--- config.mk ---
export PLATFORM = sky130hd
export DESIGN_NAME = sram_resp_fifo
export DESIGN_NICKNAME = d
export VERILOG_FILES = /design/src/hdl/sram_ctrl_pkg.sv /design/src/hdl/sram_resp_fifo.sv
export SDC_FILE = /design/constraint.sdc
export NUM_CORES = 1
export LEC_CHECK = 0
export BUFFER_PORTS_ARGS = -buffer_cell sky130_fd_sc_hd__buf_2
export CAP_MARGIN = 30
export CORE_ASPECT_RATIO = 1.4
export CORE_MARGIN = 4
export CORE_UTILIZATION = 25
export DETAILED_ROUTE_END_ITERATION = 7
export GPL_TIMING_DRIVEN = 0
export HOLD_SLACK_MARGIN = 0.15
export SLEW_MARGIN = 10
export SYNTH_ARGS = -nofsm -noshare
export SYNTH_HDL_FRONTEND = slang
export SYNTH_SLANG_ARGS = --single-unit
--- constraint.sdc ---
create_clock -name clk -period 1.9 [get_ports clk]
set_input_delay 0.57 -clock clk [delete_from_list [all_inputs] [get_ports clk]]
set_output_delay 0.57 -clock clk [all_outputs]
set_load 0.005 [all_outputs]
--- src/hdl/sram_ctrl_pkg.sv ---
package sram_ctrl_pkg;

  // command sequencer state
  typedef enum logic [1:0] {
    SEQ_IDLE  = 2'd0,
    SEQ_READ  = 2'd1,
    SEQ_WRITE = 2'd2
  } seq_state_e;

  // pad request strobes registered in the sequencer
  // and once more in the pad I/O before the pins
  typedef struct packed {
    // output enable, active low
    logic oe_n;
    // write enable, active low
    logic we_n;
    // tri-state data driver enable
    logic drive;
  } pad_ctrl_t;

  // all strobes released and the data bus floating
  localparam pad_ctrl_t PAD_CTRL_IDLE = '{oe_n: 1'b1, we_n: 1'b1, drive: 1'b0};

  // number of read responses the result FIFO can hold
  localparam int RESP_FIFO_DEPTH = 2;

endpackage

--- src/hdl/sram_resp_fifo.sv ---
`timescale 1ns/10ps

module sram_resp_fifo
  import sram_ctrl_pkg::*;
#(
  parameter int DATA_WIDTH  = 16,
  parameter int RDATA_WIDTH = 12
) (
  input  logic                   clk,
  input  logic                   rst_n,

  // read data from the pad I/O
  input  logic                   wr_valid,
  input  logic [RDATA_WIDTH-1:0] wr_data,

  // back-pressure to the sequencer
  output logic                   busy,

  // response port
  output logic                   resp_valid,
  input  logic                   resp_ready,
  output logic [DATA_WIDTH-1:0]  resp_data
);

  localparam int PTR_WIDTH = (RESP_FIFO_DEPTH > 1) ? $clog2(RESP_FIFO_DEPTH) : 1;
  localparam int CNT_WIDTH = $clog2(RESP_FIFO_DEPTH + 1);

  logic [RDATA_WIDTH-1:0] mem [RESP_FIFO_DEPTH];
  logic [PTR_WIDTH-1:0]   wr_ptr;
  logic [PTR_WIDTH-1:0]   rd_ptr;
  logic [CNT_WIDTH-1:0]   count;
  logic                   push;
  logic                   pop;

  // a push into a full FIFO is dropped
  assign push = wr_valid && (count != CNT_WIDTH'(RESP_FIFO_DEPTH));
  assign pop  = resp_valid && resp_ready;

  always_ff @(posedge clk) begin
    if (push) begin
      mem[wr_ptr] <= wr_data;
    end
  end

  always_ff @(posedge clk) begin
    if (!rst_n) begin
      wr_ptr <= '0;
      rd_ptr <= '0;
      count  <= '0;
    end else begin
      if (push) begin
        wr_ptr <= (wr_ptr == PTR_WIDTH'(RESP_FIFO_DEPTH - 1)) ? '0 : wr_ptr + 1'b1;
      end
      if (pop) begin
        rd_ptr <= (rd_ptr == PTR_WIDTH'(RESP_FIFO_DEPTH - 1)) ? '0 : rd_ptr + 1'b1;
      end
      case ({push, pop})
        2'b10:   count <= count + 1'b1;
        2'b01:   count <= count - 1'b1;
        default: count <= count;
      endcase
    end
  end

  assign busy       = (count != '0);
  assign resp_valid = (count != '0);

  // head entry zero-extended to the command data width
  // and held until popped
  assign resp_data = DATA_WIDTH'(mem[rd_ptr]);

endmodule

Word-level counts from Yosys, hierarchy flattened
Memories as Yosys holds them, arrays and structs flattened. A register that Yosys moved wholly into a read port is not among the register bits.
Index checks and enable logic that the tools add are counted.
{"block": "totals", "mem_count": 1, "out_inout_bits": 18, "mem_bits_ro": 0, "register_bits": 4, "latchBits": 0, "ram_bits": 24, "word_cells": 22}
{"name": "mem", "depth": 2, "word_bits": 12, "read_ports": 1, "rd_ports_with_merged_regs": 1, "write_ports": 1, "line": "sram_resp_fifo.sv:28", "rtl": "logic [RDATA_WIDTH-1:0] mem [RESP_FIFO_DEPTH];"}
{"block": "op_classes", "magnitude_cmp": 0, "reduce_logical": 4, "add_sub_neg": 4, "n_mux": 7, "n_mul": 0, "eq_ne": 3, "n_bitwise": 0, "shifts": 0, "n_div": 0}
{"op": "$mux W1", "n": 6}
{"op": "$pmux W2 S2", "n": 1}
{"op": "$reduce_bool A2 Y1", "n": 2}
{"op": "$add A1 B1 Y1 const B", "n": 2}
{"op": "$add A2 B1 Y2 const B", "n": 1}
{"op": "$eq A2 B1 Y1 const B", "n": 1}
{"op": "$eq A2 B2 Y1 const B", "n": 1}
{"op": "$logic_and A1 B1 Y1", "n": 2}
{"op": "$ne A2 B2 Y1 const B", "n": 1}
{"op": "$sub A2 B1 Y2 const B", "n": 1}

Logic depth before layout (Yosys ltp)
Gate-level depths: netlist of run 1.
{"block": "logic_depth", "word_depth": 4, "mapped_depth": 6, "mapped_depth_nobuf": 6}

Worst setup path after synthesis of run 1
Ideal clock, no wire load.
{"block": "synth_timing", "path_type": "input to register", "from": "in wr_valid", "to": "mem mem[1][0], enable pin", "arrival_time_ns": 1.160, "path_stages": 2, "slack_ns": 0.359, "n_path_buf": 0, "required_time_ns": 1.520, "setup_ns": 0.380, "cell_sequence": "nand2_1 > nor2_1"}
{"block": "synth_via", "elab_chain_len": 3}
{"element": "start, declared", "line": "sram_resp_fifo.sv:13", "rtl": "input logic wr_valid,"}
{"element": "$logic_and A1 B1 Y1", "line": "sram_resp_fifo.sv:36", "rtl": "assign push = wr_valid && (count != CNT_WIDTH'(RESP_FIFO_DEPTH));"}
{"element": "$mux W1", "line": "sram_resp_fifo.sv:40", "rtl": "if (push) begin"}
{"element": "$mux W1 (implied by the code)", "line": "sram_resp_fifo.sv:41", "rtl": "mem[wr_ptr] <= wr_data;"}
{"element": "end, declared", "line": "sram_resp_fifo.sv:28"}
No other way between the ends.

==> results.json, run 1 <==
{
  "track_usage": 0.0813,
  "cp_max_fo": 5,
  "die_w_um": 64.9,
  "overflow": 0,
  "max_freq_ghz": 0.549,
  "cts_tree": "built",
  "min_path_type": "in -> reg",
  "drtAntennaViolNets": 0,
  "r2r-end": "count[1]$_SDFFE_PN0P_",
  "wl_per_cell_um": 12.3,
  "top_usage_layer": "met2",
  "clock_latency_ps": 270,
  "nFillCells": 432,
  "synthCells": 68,
  "hp-start": "wr_data[3]",
  "totalWireLength_um": 2100,
  "arrival_ps": 1250,
  "viasPerCell": 3.82,
  "slew_violations": 0,
  "met1_usage": 0.0579,
  "grt_max_degree": 13,
  "cts_setup_buffers": 0,
  "dieArea_um2": 5700,
  "gp_congestion": 0.620,
  "whs_path_depth": 1,
  "cts.sinks": 29,
  "status": "finished clean",
  "drive_gt1_frac": 0.536,
  "crit_type": "reg -> out",
  "critPathCaptureType": "primary output",
  "synth_top_area_cell": "edfxtp_1",
  "synthToLayoutAreaGrowth_pct": 30.2,
  "reg2reg_depth": 5,
  "synth_area_um2": 1130,
  "ys_ff_latch": 29,
  "fin_crit_ps": 1820,
  "r2r_setup_slack_ps": 310,
  "dp.cells": 161,
  "multi_input_area_um2": 275,
  "nets": 126,
  "drcViolationCount": 0,
  "power_density_nw_per_um2": 1300,
  "maxCapViolCount": 0,
  "worst_clock_skew_ps": 5.96,
  "crit_path_start_kind": "flop",
  "clkSlewWorstSetupHoldPaths_ps": 60,
  "synth.distinct_cells": 21,
  "yosysSeqAreaShare": 0.723,
  "syn_area_per_cell_um2": 16.7,
  "yosys-top-cells-area": "edfxtp_1 (64%), mux2_2 (12%), dfxtp_1 (8.8%)",
  "r2r_start": "count[0]$_SDFFE_PN0P_",
  "core-area_um2": 4310,
  "hold_viol": 0,
  "fp-row-count": 28,
  "grt_first_pass_wirelength_um": 3240,
  "clk_path_buf_depth": 2,
  "dr.pass1.iters": 3,
  "seq_area_um2": 825,
  "antenna_found_initial": 0,
  "worst_slew_pin_slew_ps": 538,
  "power_mw": 1.92,
  "whs_endpoint": "mem[0][3]$_DFFE_PP_",
  "n_antenna_cell": 0,
  "port_buffers": 29,
  "finalSetupViolCount": 0,
  "synth.top_cell.area_share": 0.635,
  "ios": 34,
  "grt_pass1_vias": 751,
  "post-route-period-util": 0.958,
  "vias": 650,
  "dr.first_iter.drc_count": 14,
  "layout_common_cells": "buf_2 (29), edfxtp_1 (24), mux2_2 (12)",
  "root_buffer": "clkbuf_8",
  "peakVddDrop_v": 0.000515,
  "rsz0062_at_grt": "no",
  "layout_commonest_cell": "buf_2",
  "die_y_um": 87.7,
  "p_leak_nw": 0.584,
  "grt.met2_usage": 0.157,
  "maxSlewHeadroom": 0.641,
  "yosys_warnings": 0,
  "dp_hpwl_um": 1540,
  "numCtsBuffers": 5,
  "fin_cells": 170,
  "gr-usage-met3": 0.0526,
  "cts.htree.levels": 2,
  "start_util": 0.263,
  "critPathRequiredTime_ps": 1330
}
==> cell families after synthesis <==
group | synth area share
buffers and inverters | 0.0441
other | 0.00330
adder cells (fa/ha/maj) | 0.0110
AND/OR/NAND/NOR | 0.0441
flip-flops | 0.723
AO/OA/AOI/OAI | 0.0320
XOR/XNOR | 0.0232
multiplexers | 0.119
==> flip-flops by register name, summed over array words and instances (netlist names), named ones only <==
signal and cells:
mem 24, count 2, wr_ptr 1, rd_ptr 1
==> stage by stage <==
stage / TNS, ps / hold slack (ps) / util / worst slack [ps] / instance area [um^2]
floorplan: 0 / 478 / - / 359 / 1150
global placement: -912 / 493 / 0.317 / -76.6 / 1370
detailed placement: 0 / 527 / 0.320 / 189 / 1380
CTS: 0 / 476 / 0.340 / 10.4 / 1470
global route: 0 / 465 / 0.343 / 7.80 / 1480
finish: 0 / 483 / 0.343 / 79.6 / 1480
==> layer usage <==
layer	share of wire	wire (um)
met5	0	0
met4	0.021	45
met3	0.092	192
met2	0.56	1180
met1	0.32	680
==> how the worst max path moves through the flow <==
| stage | to | slack, ps | cells past startpoint |
|---|---|---|---|
| after detailed placement | count[1]$_SDFFE_PN0P_ | 190 | 5 |
| after global routing | resp_data[6] | 8 | 3 |
| final | resp_data[4] | 80 | 3 |
| after global placement | mem[1][9]$_DFFE_PP_ | -80 | 3 |
| after CTS | resp_data[4] | 10 | 3 |
| after floorplan | mem[1][0]$_DFFE_PP_ | 360 | 2 |
==> synthesized netlist by cell type <==
library cell and number:
edfxtp_1 24, mux2_2 12, buf_4 5, dfxtp_1 5, xnor2_1 3, a21boi_1 2
inv_1 2, nor2b_1 2, a21o_1 1, and2_1 1, buf_2 1, conb_1 1
ha_1 1, nand2_1 1, nand2b_1 1, nand3_1 1, nor2_1 1, o21a_2 1
o21ai_0 1, or2_2 1, or3_1 1
==> power breakdown <==
part | internal, mW | leakage [nW] | switching, mW | total, mW
Sequential | 0.820 | 0.266 | 0.0551 | 0.876
Clock | 0.253 | 0.0450 | 0.208 | 0.460
Combinational | 0.329 | 0.272 | 0.252 | 0.581
==> critical path, stage by stage (launching register included) <==
cell,delay [ps]
dfxtp_4,370
buf_4,150
mux2_2,330
buf_2,130
==> cell type report <==
class | instances | area share
Sequential cell | 29 | 0.558
Buffer | 6 | 0.0330
Inverter | 2 | 0.00508
Clock buffer | 6 | 0.0491
Tap cell | 60 | 0.0508
Clock inverter | 2 | 0.00677
Timing Repair Buffer | 31 | 0.111
Multi-Input combinational cell | 34 | 0.186
==> what timing repair did <==
| item | CTS | global route |
|---|---|---|
| gates cloned | 0 | 1 |
| hold buffers | 0 | 0 |
| gates resized for setup | 2 | 4 |
| setup endpoints to repair | 10 | 10 |
Note: power is estimated with default switching activity, not from simulation.
==> run 2, diff against run 1 <==
--- a/config.mk
+++ b/config.mk
@@ -11,7 +11,6 @@
 export CORE_MARGIN = 4
 export CORE_UTILIZATION = 25
 export DETAILED_ROUTE_END_ITERATION = 7
-export GPL_TIMING_DRIVEN = 0
 export HOLD_SLACK_MARGIN = 0.15
 export SLEW_MARGIN = 10
 export SYNTH_ARGS = -nofsm -noshare
==> results.json, run 2 (synthesis gave the netlist of run 1 again) <==
{
  "start_util": 0.263,
  "whs_endpoint": "mem[0][1]$_DFFE_PP_",
  "dieArea_um2": 5700,
  "postPlaceCellArea_um2": 1350,
  "critPathRequiredTime_ps": 1330,
  "dr.first_iter.drc_count": 13,
  "layout_commonest_cell": "buf_2",
  "r2r_setup_slack_ps": 290,
  "peakVddDrop_v": 0.000581,
  "cts_hold_buf": 0,
  "fin_tns_setup_ps": 0,
  "port_buffers": 29,
  "design_area_um2": 1440,
  "die_w_um": 64.9,
  "rsz0062_at_grt": "no",
  "min_path_type": "in -> reg",
  "die_y_um": 87.7,
  "worst_clock_skew_ps": 8.78,
  "max_freq_ghz": 0.554,
  "maxCapViolCount": 0,
  "largest_register_ffs": 24,
  "post-route-period-util": 0.951,
  "overflow": 0,
  "cts.repair.resized": 0,
  "core-area_um2": 4310,
  "status": "finished clean",
  "hold_viol": 0,
  "power_density_nw_per_um2": 1320,
  "clkSlewWorstSetupHoldPaths_ps": 70,
  "cts_tree": "built",
  "drcViolationCount": 0,
  "vias": 644,
  "p_comb_frac": 0.290,
  "grt_max_degree": 13,
  "dr.pass1.iters": 4,
  "arrival_ps": 1240,
  "r2r_start": "count[0]$_SDFFE_PN0P_",
  "grt_pass1_vias": 729,
  "antenna_found_initial": 0,
  "reg_top3": "mem (24), count (2)",
  "crit_path_start_kind": "flop",
  "worst_slew_pin_slew_ps": 518,
  "gp_congestion": 0.683,
  "cp_max_fo": 8,
  "track_usage": 0.0792,
  "whs_path_depth": 1,
  "p_leak_nw": 0.547,
  "top_register": "mem",
  "cts.sinks": 29,
  "drive_gt1_frac": 0.514,
  "clk_path_buf_depth": 2,
  "numCtsBuffers": 5,
  "final_core_util": 0.334,
  "root_buffer": "clkbuf_8",
  "cts.htree.levels": 2,
  "n_antenna_cell": 0,
  "fin_cells": 165,
  "drtAntennaViolNets": 0,
  "slew_violations": 0,
  "finalSetupViolCount": 0,
  "grt_first_pass_wirelength_um": 3200,
  "dp.cells": 157,
  "clock_latency_ps": 280,
  "r2r-end": "count[1]$_SDFFE_PN0P_",
  "fp-row-count": 28,
  "reg2reg_depth": 5,
  "synthToLayoutAreaGrowth_pct": 27.0,
  "swShare": 0.279,
  "seqPwrFrac": 0.453,
  "nets": 121,
  "hp-start": "wr_data[1]",
  "fin_crit_ps": 1810,
  "wl_per_cell_um": 12.1,
  "power.switching_mw": 0.532,
  "viasPerCell": 3.90,
  "p_int_mw": 1.37,
  "maxSlewHeadroom": 0.654,
  "ios": 34,
  "layout_common_cells": "buf_2 (29), edfxtp_1 (24), mux2_2 (12)",
  "cts_setup_buffers": 0,
  "crit_type": "reg -> out",
  "totalWireLength_um": 2000,
  "power.share.clock": 0.257,
  "critPathCaptureType": "primary output",
  "power_mw": 1.91
}
[run 2: cell types whose count changed in the layout (fill, tap and decap cells not counted)]
cell,before,now
clkinv_2,2,0
clkinvlp_4,0,3
dfxtp_4,1,0
clkbuf_1,1,0
dfxtp_1,4,5
buf_6,2,1
buf_4,6,2
[run 2: worst max path at each step]
stage          startpoint               endpoint  cells past startpoint
6_report             flop          resp_data[10]                      3
2_1_floorplan    wr_valid    mem[1][0]$_DFFE_PP_                      2
3_3_place_gp   resp_ready  count[1]$_SDFFE_PN0P_                      5
3_5_place_dp   resp_ready  count[1]$_SDFFE_PN0P_                      5
5_1_grt              flop          resp_data[10]                      3
4_1_cts              flop          resp_data[10]                      3
[run 2: power by group through the flow]
stage | registers [mW] | clock network [mW] | logic, mW
2_1_floorplan | 0.865 | 0 | 0.367
3_3_place_gp | 0.871 | 0 | 0.537
3_5_place_dp | 0.877 | 0 | 0.557
4_1_cts | 0.863 | 0.509 | 0.563
5_1_grt | 0.875 | 0.548 | 0.615
6_report | 0.863 | 0.491 | 0.552
[run 2: metrics by stage]
step                      setup WS (ps)  hold slack [ps]
final                              93.7              477
after detailed placement            201              535
after global placement              279              495
after global routing               10.2              461
after floorplan                     359              478
after CTS                          45.0              468
[run 2: routing by layer]
| metal | track usage | routed length [um] | part of all wire | vias to the layer above |
|---|---|---|---|---|
| met2 | 0.148 | 1130 | 0.57 | 24 |
| met4 | 0.0462 | 47 | 0.024 | 0 |
| met5 | 0 | 0 | 0 | - |
| li1 | - | - | - | 308 |
| met3 | 0.0385 | 140 | 0.070 | 5 |
| met1 | 0.0660 | 679 | 0.34 | 307 |
[run 2: worst max-delay path, stage by stage, from the launching register on]
cell and delay, ps:
dfxtp_1 340, buf_6 150, mux2_2 340, buf_2 130
[run 2: area by class of cell]
type,count,area (um^2)
clock buffers,5,68.8
fillers,437,2870
repair buffers,32,171
clock inverters,3,22.5
inverters,2,7.51
multi-input cells,34,275
flip-flops and latches,29,821
well taps,60,75.1
