==> config.mk <==
export PLATFORM = sky130hd
export DESIGN_NAME = sram_cmd_sequencer
export DESIGN_NICKNAME = d
export VERILOG_FILES = /design/src/hdl/sram_ctrl_pkg.sv /design/src/hdl/sram_cmd_sequencer.sv
export SDC_FILE = /design/constraint.sdc
export NUM_CORES = 1
export LEC_CHECK = 0
export BUFFER_PORTS_ARGS = -buffer_cell sky130_fd_sc_hd__buf_2
export CORE_UTILIZATION = 32
export CTS_BUF_LIST = sky130_fd_sc_hd__clkbuf_16
export CTS_CLUSTER_DIAMETER = 50
export DETAILED_ROUTE_END_ITERATION = 10
export PLACE_DENSITY = 0.64
export SETUP_SLACK_MARGIN = 0.2
export SLEW_MARGIN = 20
export SYNTH_ARGS = -nofsm -noshare
export SYNTH_HDL_FRONTEND = slang
export SYNTH_SLANG_ARGS = --single-unit
==> constraint.sdc <==
create_clock -name clk -period 1.7 [get_ports clk]
set_input_delay 0.255 -clock clk [delete_from_list [all_inputs] [get_ports clk]]
set_output_delay 0.255 -clock clk [all_outputs]
set_load 0.005 [all_outputs]
==> src/hdl/sram_ctrl_pkg.sv <==
package sram_ctrl_pkg;

  // command sequencer state
  typedef enum logic [1:0] {
    SEQ_IDLE  = 2'd0,
    SEQ_READ  = 2'd1,
    SEQ_WRITE = 2'd2
  } seq_state_e;

  // pad request strobes registered in the sequencer
  // and once more in the pad I/O before the pins
  typedef struct packed {
    // output enable, active low
    logic oe_n;
    // write enable, active low
    logic we_n;
    // tri-state data driver enable
    logic drive;
  } pad_ctrl_t;

  // all strobes released and the data bus floating
  localparam pad_ctrl_t PAD_CTRL_IDLE = '{oe_n: 1'b1, we_n: 1'b1, drive: 1'b0};

  // number of read responses the result FIFO can hold
  localparam int RESP_FIFO_DEPTH = 2;

endpackage

==> src/hdl/sram_cmd_sequencer.sv <==
`timescale 1ns/10ps

module sram_cmd_sequencer
  import sram_ctrl_pkg::*;
#(
  parameter int ADDR_WIDTH  = 4,
  parameter int DATA_WIDTH  = 16,
  parameter int RDATA_WIDTH = 12
) (
  input  logic                   clk,
  input  logic                   rst_n,

  // command port
  input  logic                   cmd_valid,
  output logic                   cmd_ready,
  input  logic [ADDR_WIDTH-1:0]  cmd_addr,
  input  logic                   cmd_wr_en,
  input  logic [DATA_WIDTH-1:0]  cmd_wr_data,

  // result FIFO holds at least one entry
  input  logic                   busy,

  // pad requests
  output logic [ADDR_WIDTH-1:0]  pad_addr,
  output logic [RDATA_WIDTH-1:0] pad_wr_data,
  output pad_ctrl_t              pad_ctrl
);

  // cycles from read acceptance to the FIFO write of its data
  // (sequencer reg, pad output reg, pad sample reg, rd_data reg)
  localparam int RD_LATENCY = 4;

  seq_state_e            state;
  seq_state_e            state_next;
  logic                  cmd_accept;
  logic                  ready_en;
  logic [RD_LATENCY-1:0] rd_track;

  assign cmd_accept = cmd_valid && cmd_ready;

  always_comb begin
    state_next = state;
    case (state)
      SEQ_IDLE: begin
        if (cmd_accept) begin
          if (cmd_wr_en) begin
            state_next = SEQ_WRITE;
          end else begin
            state_next = SEQ_READ;
          end
        end
      end
      SEQ_READ: begin
        state_next = SEQ_IDLE;
      end
      SEQ_WRITE: begin
        state_next = SEQ_IDLE;
      end
      default: begin
        state_next = SEQ_IDLE;
      end
    endcase
  end

  always_ff @(posedge clk) begin
    if (!rst_n) begin
      state <= SEQ_IDLE;
    end else begin
      state <= state_next;
    end
  end

  // keep cmd_ready low until the first cycle out of reset
  always_ff @(posedge clk) begin
    if (!rst_n) begin
      ready_en <= 1'b0;
    end else begin
      ready_en <= 1'b1;
    end
  end

  // one bit per accepted read still on its way to the FIFO
  always_ff @(posedge clk) begin
    if (!rst_n) begin
      rd_track <= '0;
    end else begin
      rd_track <= {rd_track[RD_LATENCY-2:0], cmd_accept && !cmd_wr_en};
    end
  end

  // an empty FIFO plus fewer than RESP_FIFO_DEPTH reads in flight
  // leaves room for one more read, even with resp_ready held low
  assign cmd_ready = ready_en && (state == SEQ_IDLE) && !busy &&
                     ($countones(rd_track) < RESP_FIFO_DEPTH);

  // address and write data only load on acceptance
  always_ff @(posedge clk) begin
    if (state_next != SEQ_IDLE && state == SEQ_IDLE) begin
      pad_addr <= cmd_addr;
    end
    if (state_next == SEQ_WRITE && state == SEQ_IDLE) begin
      // upper bits beyond the wired data lines are dropped
      pad_wr_data <= RDATA_WIDTH'(cmd_wr_data);
    end
  end

  // drive stays on one cycle past the write strobe so data
  // is still valid when we_n rises at the chip
  always_ff @(posedge clk) begin
    if (!rst_n) begin
      pad_ctrl <= PAD_CTRL_IDLE;
    end else begin
      pad_ctrl.oe_n  <= (state_next != SEQ_READ);
      pad_ctrl.we_n  <= (state_next != SEQ_WRITE);
      pad_ctrl.drive <= (state_next == SEQ_WRITE) || (state == SEQ_WRITE);
    end
  end

endmodule

; After elaboration in Yosys (flattened, before gate mapping)
; Cells that the tools add are included.
[totals]
out_inout_bits = 20
register_bits = 26
input_bits = 25
word_cells = 32
[classes]
n_reduce_logical = 12
n_mux = 4
eq_ne = 4
add_sub_neg = 3
order_cmp = 1
[op_table]
columns = operator, count
row1 = 1-bit logical AND, 7
row2 = 2-bit 2-to-1 mux, 3
row3 = 1-bit by 1-bit adder with 2-bit output, 2
row4 = 2-bit == test (second input constant), 2
row5 = 2-bit by 2-bit adder with 3-bit output, 1
row6 = 3-bit by 2-bit less-than comparator with 1-bit output (second input constant), 1
row7 = 1-bit logical NOT, 2
row8 = 2-bit logical NOT, 1
row9 = 2-bit by 1-bit inequality test with 1-bit output (second input constant), 1
row10 = 2-bit inequality test (second input constant), 1
row11 = 2-bit nonzero test, 1
row12 = 1-bit logical OR, 1
row13 = 1-bit 2-to-1 mux, 1

; Depth between registers and ports, before layout
; Gate-level depths: netlist (run 1).
[logic_depth]
depth_word = 9
depth_mapped = 5
mapped_depth_nobuf = 5

; Worst setup path after synthesis (run 1)
; Ideal clock, no wire load.
[synth_timing]
path_kind = reg-to-reg
startpoint = register rd_track[0]
endpoint = register pad_wr_data[0] (enable)
arrival_ns = 1.485
setup_time_ns = 0.321
synth_period_minus_slack_ns = 1.807
stages_incl_launch_ff = 6
path_slack_ns = -0.107
path_buffers = 0
required_ns = 1.379
cell_sequence = dfxtp_1 -> inv_1 -> fa_1 -> nand2b_1 -> and3_4 -> and2_2
[synth_via]
elab_chain_len = 9
[synth_rtl]
columns = element, line
row1 = "start, declared", sram_cmd_sequencer.sv:37  ; logic [RD_LATENCY-1:0] rd_track;
row2 = "start signal, assigned", sram_cmd_sequencer.sv:87  ; rd_track <= {rd_track[RD_LATENCY-2:0], cmd_accept && !cmd_wr_en};
row3 = 1-bit by 1-bit adder with 2-bit output (not written as such), sram_cmd_sequencer.sv:94  ; ($countones(rd_track) < RESP_FIFO_DEPTH);
row4 = 2-bit by 2-bit adder with 3-bit output (not written as such), sram_cmd_sequencer.sv:94
row5 = 3-bit by 2-bit less-than comparator with 1-bit output, sram_cmd_sequencer.sv:94
row6 = 1-bit logical AND, sram_cmd_sequencer.sv:93  ; assign cmd_ready = ready_en && (state == SEQ_IDLE) && !busy &&
row7 = 1-bit logical AND, sram_cmd_sequencer.sv:39  ; assign cmd_accept = cmd_valid && cmd_ready;
row8 = 2-bit 2-to-1 mux, sram_cmd_sequencer.sv:45  ; if (cmd_accept) begin
row9 = 2-bit 2-to-1 mux, sram_cmd_sequencer.sv:43  ; case (state)
row10 = 2-bit == test, sram_cmd_sequencer.sv:101  ; if (state_next == SEQ_WRITE && state == SEQ_IDLE) begin
row11 = 1-bit logical AND, sram_cmd_sequencer.sv:101
row12 = "end signal, assigned", sram_cmd_sequencer.sv:103  ; pad_wr_data <= RDATA_WIDTH'(cmd_wr_data);
row13 = "end, declared", sram_cmd_sequencer.sv:25  ; output logic [RDATA_WIDTH-1:0] pad_wr_data,
; Every way passes these cells.
; A chain may end at the register's enable or synchronous reset.

; Worst setup path in the final report (run 1)
[layout_timing]
startpoint = register rd_track[0]
endpoint = output cmd_ready
[layout_via]
elab_chain_len = 4
[layout_rtl]
columns = element, line
row1 = 1-bit by 1-bit adder with 2-bit output (not written as such), sram_cmd_sequencer.sv:94
row2 = 2-bit by 2-bit adder with 3-bit output (not written as such), sram_cmd_sequencer.sv:94
row3 = 3-bit by 2-bit less-than comparator with 1-bit output, sram_cmd_sequencer.sv:94
row4 = 1-bit logical AND, sram_cmd_sequencer.sv:93
row5 = "end, declared", sram_cmd_sequencer.sv:15  ; output logic cmd_ready,
; Every way passes these cells.

==> results of run 1 <==
## registers in the layout, indices dropped and copies added (netlist names)
signal	count
ready_en	1
pad_addr	4
pad_wr_data	12
rd_track	4
pad_ctrl	3
state	2
## where the power goes
part	switching, uW	internal (uW)	total, uW
sequential	3.14	683	686
combinational	23.6	32.4	56.0
clock	190	315	504
## metal layers
| layer | vias up | share of wire [%] |
|---|---|---|
| li1 | 268 | - |
| met1 | 245 | 43 |
| met2 | 33 | 42 |
| met3 | 5 | 11 |
| met4 | 0 | 3.9 |
| met5 | - | 0 |
## logic make-up after synthesis
logic type | Yosys count | share of synthesized area, %
compound gates | 1 | 0.599
fa+ha+maj | 1 | 2.40
simple gates | 17 | 13.6
buf+inv | 4 | 1.80
flops | 26 | 81.6
## per-stage QoR
| step | hold WS (ns) | cell area [sq um] |
|---|---|---|
| finish | 0.175 | 1200 |
| global route | 0.166 | 1200 |
| CTS | 0.171 | 1200 |
| detailed placement | 0.436 | 1100 |
| global placement | 0.432 | 1100 |
| floorplan | 0.283 | 843 |
## worst max-delay path by stage
stage                     start              end  slack, ns  cells past startpoint
finish              rd_track[0]        cmd_ready      -0.15                      7
global route        rd_track[0]        cmd_ready      -0.25                      7
CTS                 rd_track[0]        cmd_ready      -0.17                      7
detailed placement  rd_track[3]  pad_wr_data[11]      -0.01                      5
global placement    rd_track[3]  pad_wr_data[11]     -0.004                      5
floorplan           rd_track[3]   pad_wr_data[0]      -0.01                      5
## placed cells by master, fill, tap and decap left out, drive strengths merged
master  instances
nand2b          1
clkbuf          3
nand3b          2
and4b           1
nand4           1
and3            1
nand2           2
fa              1
edfxtp         16
buf            43
dfxtp          10
inv             5
and3b           2
and2            6
nor2            2
o21ai           1
## area by class of cell
cell class	count	area share, %
clock buffers	3	6.24
inverters	4	1.25
multi-input cells	20	13.2
repair buffers	43	19.1
clock inverters	1	0.312
well taps	30	3.12
flip-flops and latches	26	56.8
## what timing repair did
action,4_1_cts,5_1_grt
endpoints found under the setup margin,20,20
resized for setup,6,1
setup buffers,1,0
pin swaps,4,0
gates cloned,1,0
==> Flow_metrics.wiki, run 1 <==
{| class="wikitable"
! Metric !! Value
|-
| Outcome || complete, but fails checks
|-
| Violations in the final reports || setup timing
|-
| Maximum vdd drop || ~0.00066 V
|-
| Place WS || -0.0136 ns
|-
| Worst reg2reg endpoint || pad_wr_data[1]
|-
| Power per unit of standard cell area || about 1000 mW/mm^2
|-
| Die width || approximately 53 um
|-
| Launching point of the worst reg2reg path || rd_track[0]
|-
| Clock tree from TritonCTS || built
|-
| Worst setup path category || register to output pin
|-
| Top-level I/O count || between 40 and 50
|-
| Synth warnings || 0
|-
| Commonest register cell after synthesis || sky130_fd_sc_hd__edfxtp_1
|-
| Clock tree root buffer cell || sky130_fd_sc_hd__clkbuf_16
|-
| Post-synth net total || 75
|-
| # placed instances || roughly 120
|-
| Unrepaired setup endpoints after global routing || yes
|-
| Area taken by flip-flops and latches || just under 700 sq um
|-
| Origin of the worst min-delay path || cmd_addr[1]
|-
| Row cnt || 18
|-
| H-Tree Level Count || 1
|-
| Number of cell instances on the worst register-to-register path || 6
|-
| Quantity of I/O buffers inserted on ports || 40
|-
| Cell types occupying the most area after synthesis || sky130_fd_sc_hd__edfxtp_1, sky130_fd_sc_hd__dfxtp_1, sky130_fd_sc_hd__and2_1
|-
| Kind of cell adding the most delay to the critical path || adder cells
|-
| Total power || 1250 uW
|-
| Layout cells sized above 1 || between 50% and 60%
|-
| Critical Path Start Type || register
|-
| Total negative setup slack || -1.25 ns
|-
| Met1 Resource Use GR || around an eighth
|-
| Remaining routing DRC violations || 0
|-
| Cell type with the highest aggregate area in the netlist || sky130_fd_sc_hd__edfxtp_1
|-
| Insertion delay of the later-clocked pin in the worst-skew pair || 0.25 ns
|-
| Setup Skew || about 0.0032 ns
|-
| Total number of nets in the final design || between 100 and 150
|-
| Initial antenna violation count || 0
|-
| Data required time at the worst endpoint || roughly 1.4 ns
|-
| Total wire length after detailed routing || ~1400 um
|-
| Post-synthesis instance area || ~830 sq um
|-
| Total leakage power || about 0.00053 uW
|-
| Met3 usage || under 10%
|-
| Top achievable clock speed || about 540 MHz
|-
| DP Wirelength || about 1000 um
|-
| Worst-path cell with the longest stage delay || sky130_fd_sc_hd__fa_1
|-
| Global route hottest layer || met2
|-
| Worst hold stages || 1
|-
| Number of detailed-routing iterations run before antenna repair || 6
|-
| Number of DRC markers after the initial detailed-route iteration || 5
|-
| Final std cells w/o fill || roughly 130
|-
| Cell types with the highest counts after synthesis || sky130_fd_sc_hd__edfxtp_1, sky130_fd_sc_hd__dfxtp_1, sky130_fd_sc_hd__and2_1, sky130_fd_sc_hd__inv_1
|-
| Post-CTS Hold Buffers || 0
|-
| Period minus WS final || ~1.9 ns
|-
| Core footprint || between 0.002 and 0.0025 sq mm
|-
| Transition at the pin with the smallest max-transition slack || around 0.21 ns
|-
| Wire length of the first global-routing pass || 2040 um
|-
| Number of buffers inserted during clock tree synthesis || 3
|-
| Effective utilization at floorplan || 33.7%
|-
| Final worst setup slack || -0.154 ns
|-
| Number of antenna cells inserted || 0
|-
| Worst path bufs/invs || 3
|-
| Portion of the clock cycle consumed by the worst path in the final layout || 109%
|-
| Top fanout value on the critical path || 2
|-
| Post-route antenna net violation count || 0
|-
| Top-area cell type share of the netlist area || 57.6%
|-
| Async set-reset flop share out of synthesis || 0%
|-
| Met2 track demand over resource in global routing || around 17%
|-
| Count of flip-flops with a built-in enable after synthesis || 16
|-
| Crit. End Element || output pin
|-
| Worst Hold Class || input pin to register
|-
| Clock net sink count || 26
|-
| Maximum number of pins on one net before global-route repair || 15
|-
| Final core utilization || between 40 and 50%
|-
| Filler cell count in the final layout || 237
|-
| Final setup fails || 17
|-
| Average footprint of a synthesized cell || between 15 and 20 sq um
|-
| Yosys reg bits || 26
|-
| Congestion Overflow GR || 0
|-
| Routed via count || around 550
|-
| Final hold vios || 0
|-
| Clock buffer depth || 2
|-
| Weighted congestion reported at the end of routability-driven placement || between 0.6 and 0.7
|-
| Hold Path End || pad_addr[1]
|-
| GRT Util Overall || between 10% and 20%
|-
| Die Height || between 50 and 60 um
|-
| Crit path largest cell delay || approximately 0.53 ns
|-
| Register-to-Register Setup Slack || -0.09 ns
|-
| Most instantiated library cell after synthesis || sky130_fd_sc_hd__edfxtp_1
|-
| Routed WL per cell || 10.8 um
|-
| Area delta synth->final || 44.2%
|-
| Max Transition Viols Final || 0
|-
| Critical path cell sequence || inv_2, fa_1, nand2b_4, buf_6, nand2_2, nor2_1, buf_2
|-
| Vias in the first global route || 488
|-
| Unique cell type count in the Yosys netlist || 15
|-
| Sequential area share after synthesis || between 80 and 90%
|-
| Clock transition at path regs || 0.06 ns
|-
| Via count normalized by instance count || around 4.3
|-
| Number of max-capacitance violations reported || 0
|-
| Gate count after technology mapping || around 50
|-
| Relative max-transition margin || 86.0%
|-
| Critical path arrival || about 1.6 ns
|-
| Full die area || between 0.002 and 0.003 sq mm
|-
| Area of combinational cells with multiple inputs || 159 sq um
|}
(Power assumes the default switching activity.)
==> run 2: changes to the inputs <==
--- a/config.mk
+++ b/config.mk
@@ -6,11 +6,11 @@
 export NUM_CORES = 1
 export LEC_CHECK = 0
 export BUFFER_PORTS_ARGS = -buffer_cell sky130_fd_sc_hd__buf_2
-export CORE_UTILIZATION = 32
+export CORE_UTILIZATION = 42
 export CTS_BUF_LIST = sky130_fd_sc_hd__clkbuf_16
 export CTS_CLUSTER_DIAMETER = 50
 export DETAILED_ROUTE_END_ITERATION = 10
-export PLACE_DENSITY = 0.64
+export PLACE_DENSITY = 0.77
 export SETUP_SLACK_MARGIN = 0.2
 export SLEW_MARGIN = 20
 export SYNTH_ARGS = -nofsm -noshare
==> constraint.sdc (replaced) <==
create_clock -name clk -period 2.09 [get_ports clk]
set_input_delay 0.3135 -clock clk [delete_from_list [all_inputs] [get_ports clk]]
set_output_delay 0.3135 -clock clk [all_outputs]
set_load 0.005 [all_outputs]
==> Flow_metrics.wiki, run 2 (synthesis gave the netlist of run 1 again) <==
{| class="wikitable"
! Metric !! Value
|-
| Top reg by flops || pad_wr_data
|-
| Worst path bufs/invs || 2 (-1)
|-
| Setup Skew || 0.00237 ns (-0.000784 ns)
|-
| Clock transition at path regs || 0.06 ns (about the same)
|-
| Transition at the pin with the smallest max-transition slack || 0.214 ns (+0.00473 ns)
|-
| Filler cell count in the final layout || 157 (-34%)
|-
| Via count normalized by instance count || 4.31 (-0.77%)
|-
| Data required time at the worst endpoint || 1.78 ns (+0.34 ns)
|-
| Die Height || 46.6 um (-12%)
|-
| Quantity of I/O buffers inserted on ports || 40 (unchanged)
|-
| Kind of cell adding the most delay to the critical path || adder cells
|-
| Crit path largest cell delay || 0.52 ns (about the same)
|-
| Total wire length after detailed routing || 1180 um (-14%)
|-
| Routed WL per cell || 10.0 um (-7.7%)
|-
| Worst Hold Class || input pin to register
|-
| Critical Path Source || rd_track[3]
|-
| Post-CTS Hold Buffers || 0 (unchanged)
|-
| Top-level I/O count || 45 (unchanged)
|-
| H-Tree Level Count || 1 (unchanged)
|-
| Launching point of the worst reg2reg path || rd_track[3]
|-
| Period minus WS final || 1.81 ns
|-
| Number of DRC markers after the initial detailed-route iteration || 4 (-1)
|-
| Met2 track demand over resource in global routing || 19.4% (+2.4 points)
|-
| Vias in the first global route || 452 (-7.4%)
|-
| Total number of nets in the final design || 120 (-3.2%)
|-
| Largest register FFs || 12 (unchanged)
|-
| Clock tree root buffer cell || sky130_fd_sc_hd__clkbuf_16
|-
| Number of cell instances on the worst register-to-register path || 5 (-1)
|-
| Weighted congestion reported at the end of routability-driven placement || 0.708 (+16%)
|-
| Congestion Overflow GR || 0 (unchanged)
|-
| Insertion delay of the later-clocked pin in the worst-skew pair || 0.25 ns (about the same)
|-
| Setup repair bufs after CTS || 0 (-1)
|-
| Layout cells sized above 1 || 54.8% (-1.9 points)
|-
| Top achievable clock speed || between 500 and 600 MHz
|-
| Clock tree from TritonCTS || built
|-
| Final setup fails || 0 (-17)
|-
| Routed via count || 508 (-7.8%)
|-
| Worst-path cell with the longest stage delay || sky130_fd_sc_hd__fa_1
|-
| Relative max-transition margin || 85.7% (-0.32 points)
|-
| Met3 usage || 2.35% (-1.1 points)
|-
| Leading cell types in the layout, fill and taps excluded || sky130_fd_sc_hd__buf_2, sky130_fd_sc_hd__edfxtp_1, sky130_fd_sc_hd__dfxtp_1, sky130_fd_sc_hd__and2_1
|-
| Final hold vios || 0 (unchanged)
|-
| Total negative setup slack || 0 ns (+1.25 ns)
|-
| Power per unit of standard cell area || 861 mW/mm^2 (-17%)
|-
| Core footprint || 0.00180 sq mm (-27%)
|-
| Number of buffers inserted during clock tree synthesis || 3 (unchanged)
|-
| Remaining routing DRC violations || 0 (unchanged)
|-
| Tightest hold margin || 0.235 ns (+0.0598 ns)
|-
| Full die area || 0.00217 sq mm (-23%)
|-
| Global route hottest layer || met2
|-
| Crit. End Element || output pin
|-
| Register-to-Register Setup Slack || 0.30 ns (+0.39 ns)
|-
| Leading registers by flop count || pad_wr_data (12), pad_addr (4), rd_track (4)
|-
| Hold Path End || pad_wr_data[10]
|-
| Clock buffer depth || 2 (unchanged)
|-
| Number of max-capacitance violations reported || 0 (unchanged)
|-
| Outcome || completed
|-
| Effective utilization at floorplan || 46.3% (+13 points)
|-
| Critical path cell sequence || inv_2, fa_1, nand2b_4, nand2_2, nor2_1, buf_2
|-
| Area delta synth->final || 38.8%
|-
| Initial antenna violation count || 0 (unchanged)
|-
| Maximum number of pins on one net before global-route repair || 15 (unchanged)
|-
| Maximum vdd drop || 0.000463 V (-30%)
|-
| Post-route antenna net violation count || 0 (unchanged)
|-
| Leading cell type in the layout, fill and taps excluded || sky130_fd_sc_hd__buf_2
|-
| Number of detailed-routing iterations run before antenna repair || 4 (-2)
|-
| Origin of the worst min-delay path || cmd_wr_data[10]
|-
| Die width || 46.6 um (-12%)
|-
| Max Transition Viols Final || 0 (unchanged)
|-
| GRT Util Overall || 12.0% (+0.89 points)
|-
| Worst hold stages || 1 (unchanged)
|-
| Clock net sink count || 26 (unchanged)
|-
| Critical Path Start Type || register
|-
| Top fanout value on the critical path || 3 (+1)
|-
| Portion of the clock cycle consumed by the worst path in the final layout || between 80% and 90%
|-
| Wire length of the first global-routing pass || 1770 um (-13%)
|-
| Worst setup path category || register to output pin
|-
| Number of antenna cells inserted || 0 (unchanged)
|-
| Critical path arrival || 1.49 ns (-0.11 ns)
|-
| Unrepaired setup endpoints after global routing || yes
|-
| Worst reg2reg endpoint || pad_wr_data[1]
|-
| Met1 Resource Use GR || 14.8% (+2.8 points)
|-
| Total leakage power || 0.000508 uW (-3.6%)
|-
| Row cnt || 15 (-3)
|-
| DP Wirelength || 900 um (-10%)
|}
==> run 2: power by group <==
group          total, uW  switching (uW)  internal, uW  leakage [uW]
registers            558            2.60           555      0.000228
clock network        397             143           255     0.0000423
logic               42.0            17.7          24.3      0.000237
total                997             163           834      0.000508
==> run 2: worst register-to-register path, stage by stage (launching register included) <==
cell                       delay (ns)
sky130_fd_sc_hd__dfxtp_2         0.32
sky130_fd_sc_hd__inv_2           0.03
sky130_fd_sc_hd__fa_1            0.52
sky130_fd_sc_hd__nand2b_4        0.13
sky130_fd_sc_hd__and3_4          0.24
sky130_fd_sc_hd__and2_4          0.25
==> run 2: layer usage <==
layer  part of all wire, %  vias up
met5                     0        -
met4                     0        0
met3                    10        0
met2                    45       32
met1                    45      218
li1                      -      258
==> run 2: repair_timing <==
item | in CTS | in global routing
pin swaps | 0 | 2
resized for setup | 2 | 5
endpoints found under the setup margin | 13 | 8
==> run 2: cell type report <==
type | instances | area (sq um) | share of cell area (%)
flip-flops and latches | 26 | 683 | 59.0
multi-input cells | 19 | 150 | 13.0
clock inverters | 1 | 3.75 | 0.324
inverters | 4 | 15.0 | 1.30
repair buffers | 40 | 200 | 17.3
clock buffers | 3 | 75.1 | 6.48
well taps | 25 | 31.3 | 2.70
==> run 2: through the flow <==
step | setup slack (ns) | utilization (%) | total power (uW) | instance area [sq um] | cells
CTS | 0.218 | 64.0 | 1010 | 1150 | 118
floorplan | 0.283 | - | 581 | 835 | 49
global placement | 0.188 | 59.2 | 609 | 1070 | 114
global route | 0.196 | 64.3 | 1030 | 1160 | 118
finish | 0.284 | 64.3 | 997 | 1160 | 118
detailed placement | 0.159 | 59.2 | 611 | 1070 | 114
==> run 2: worst max-delay path by stage <==
stage,to,cells past startpoint
floorplan,pad_wr_data[0],5
global placement,pad_wr_data[3],5
detailed placement,pad_wr_data[11],5
CTS,cmd_ready,6
global route,cmd_ready,6
finish,cmd_ready,6
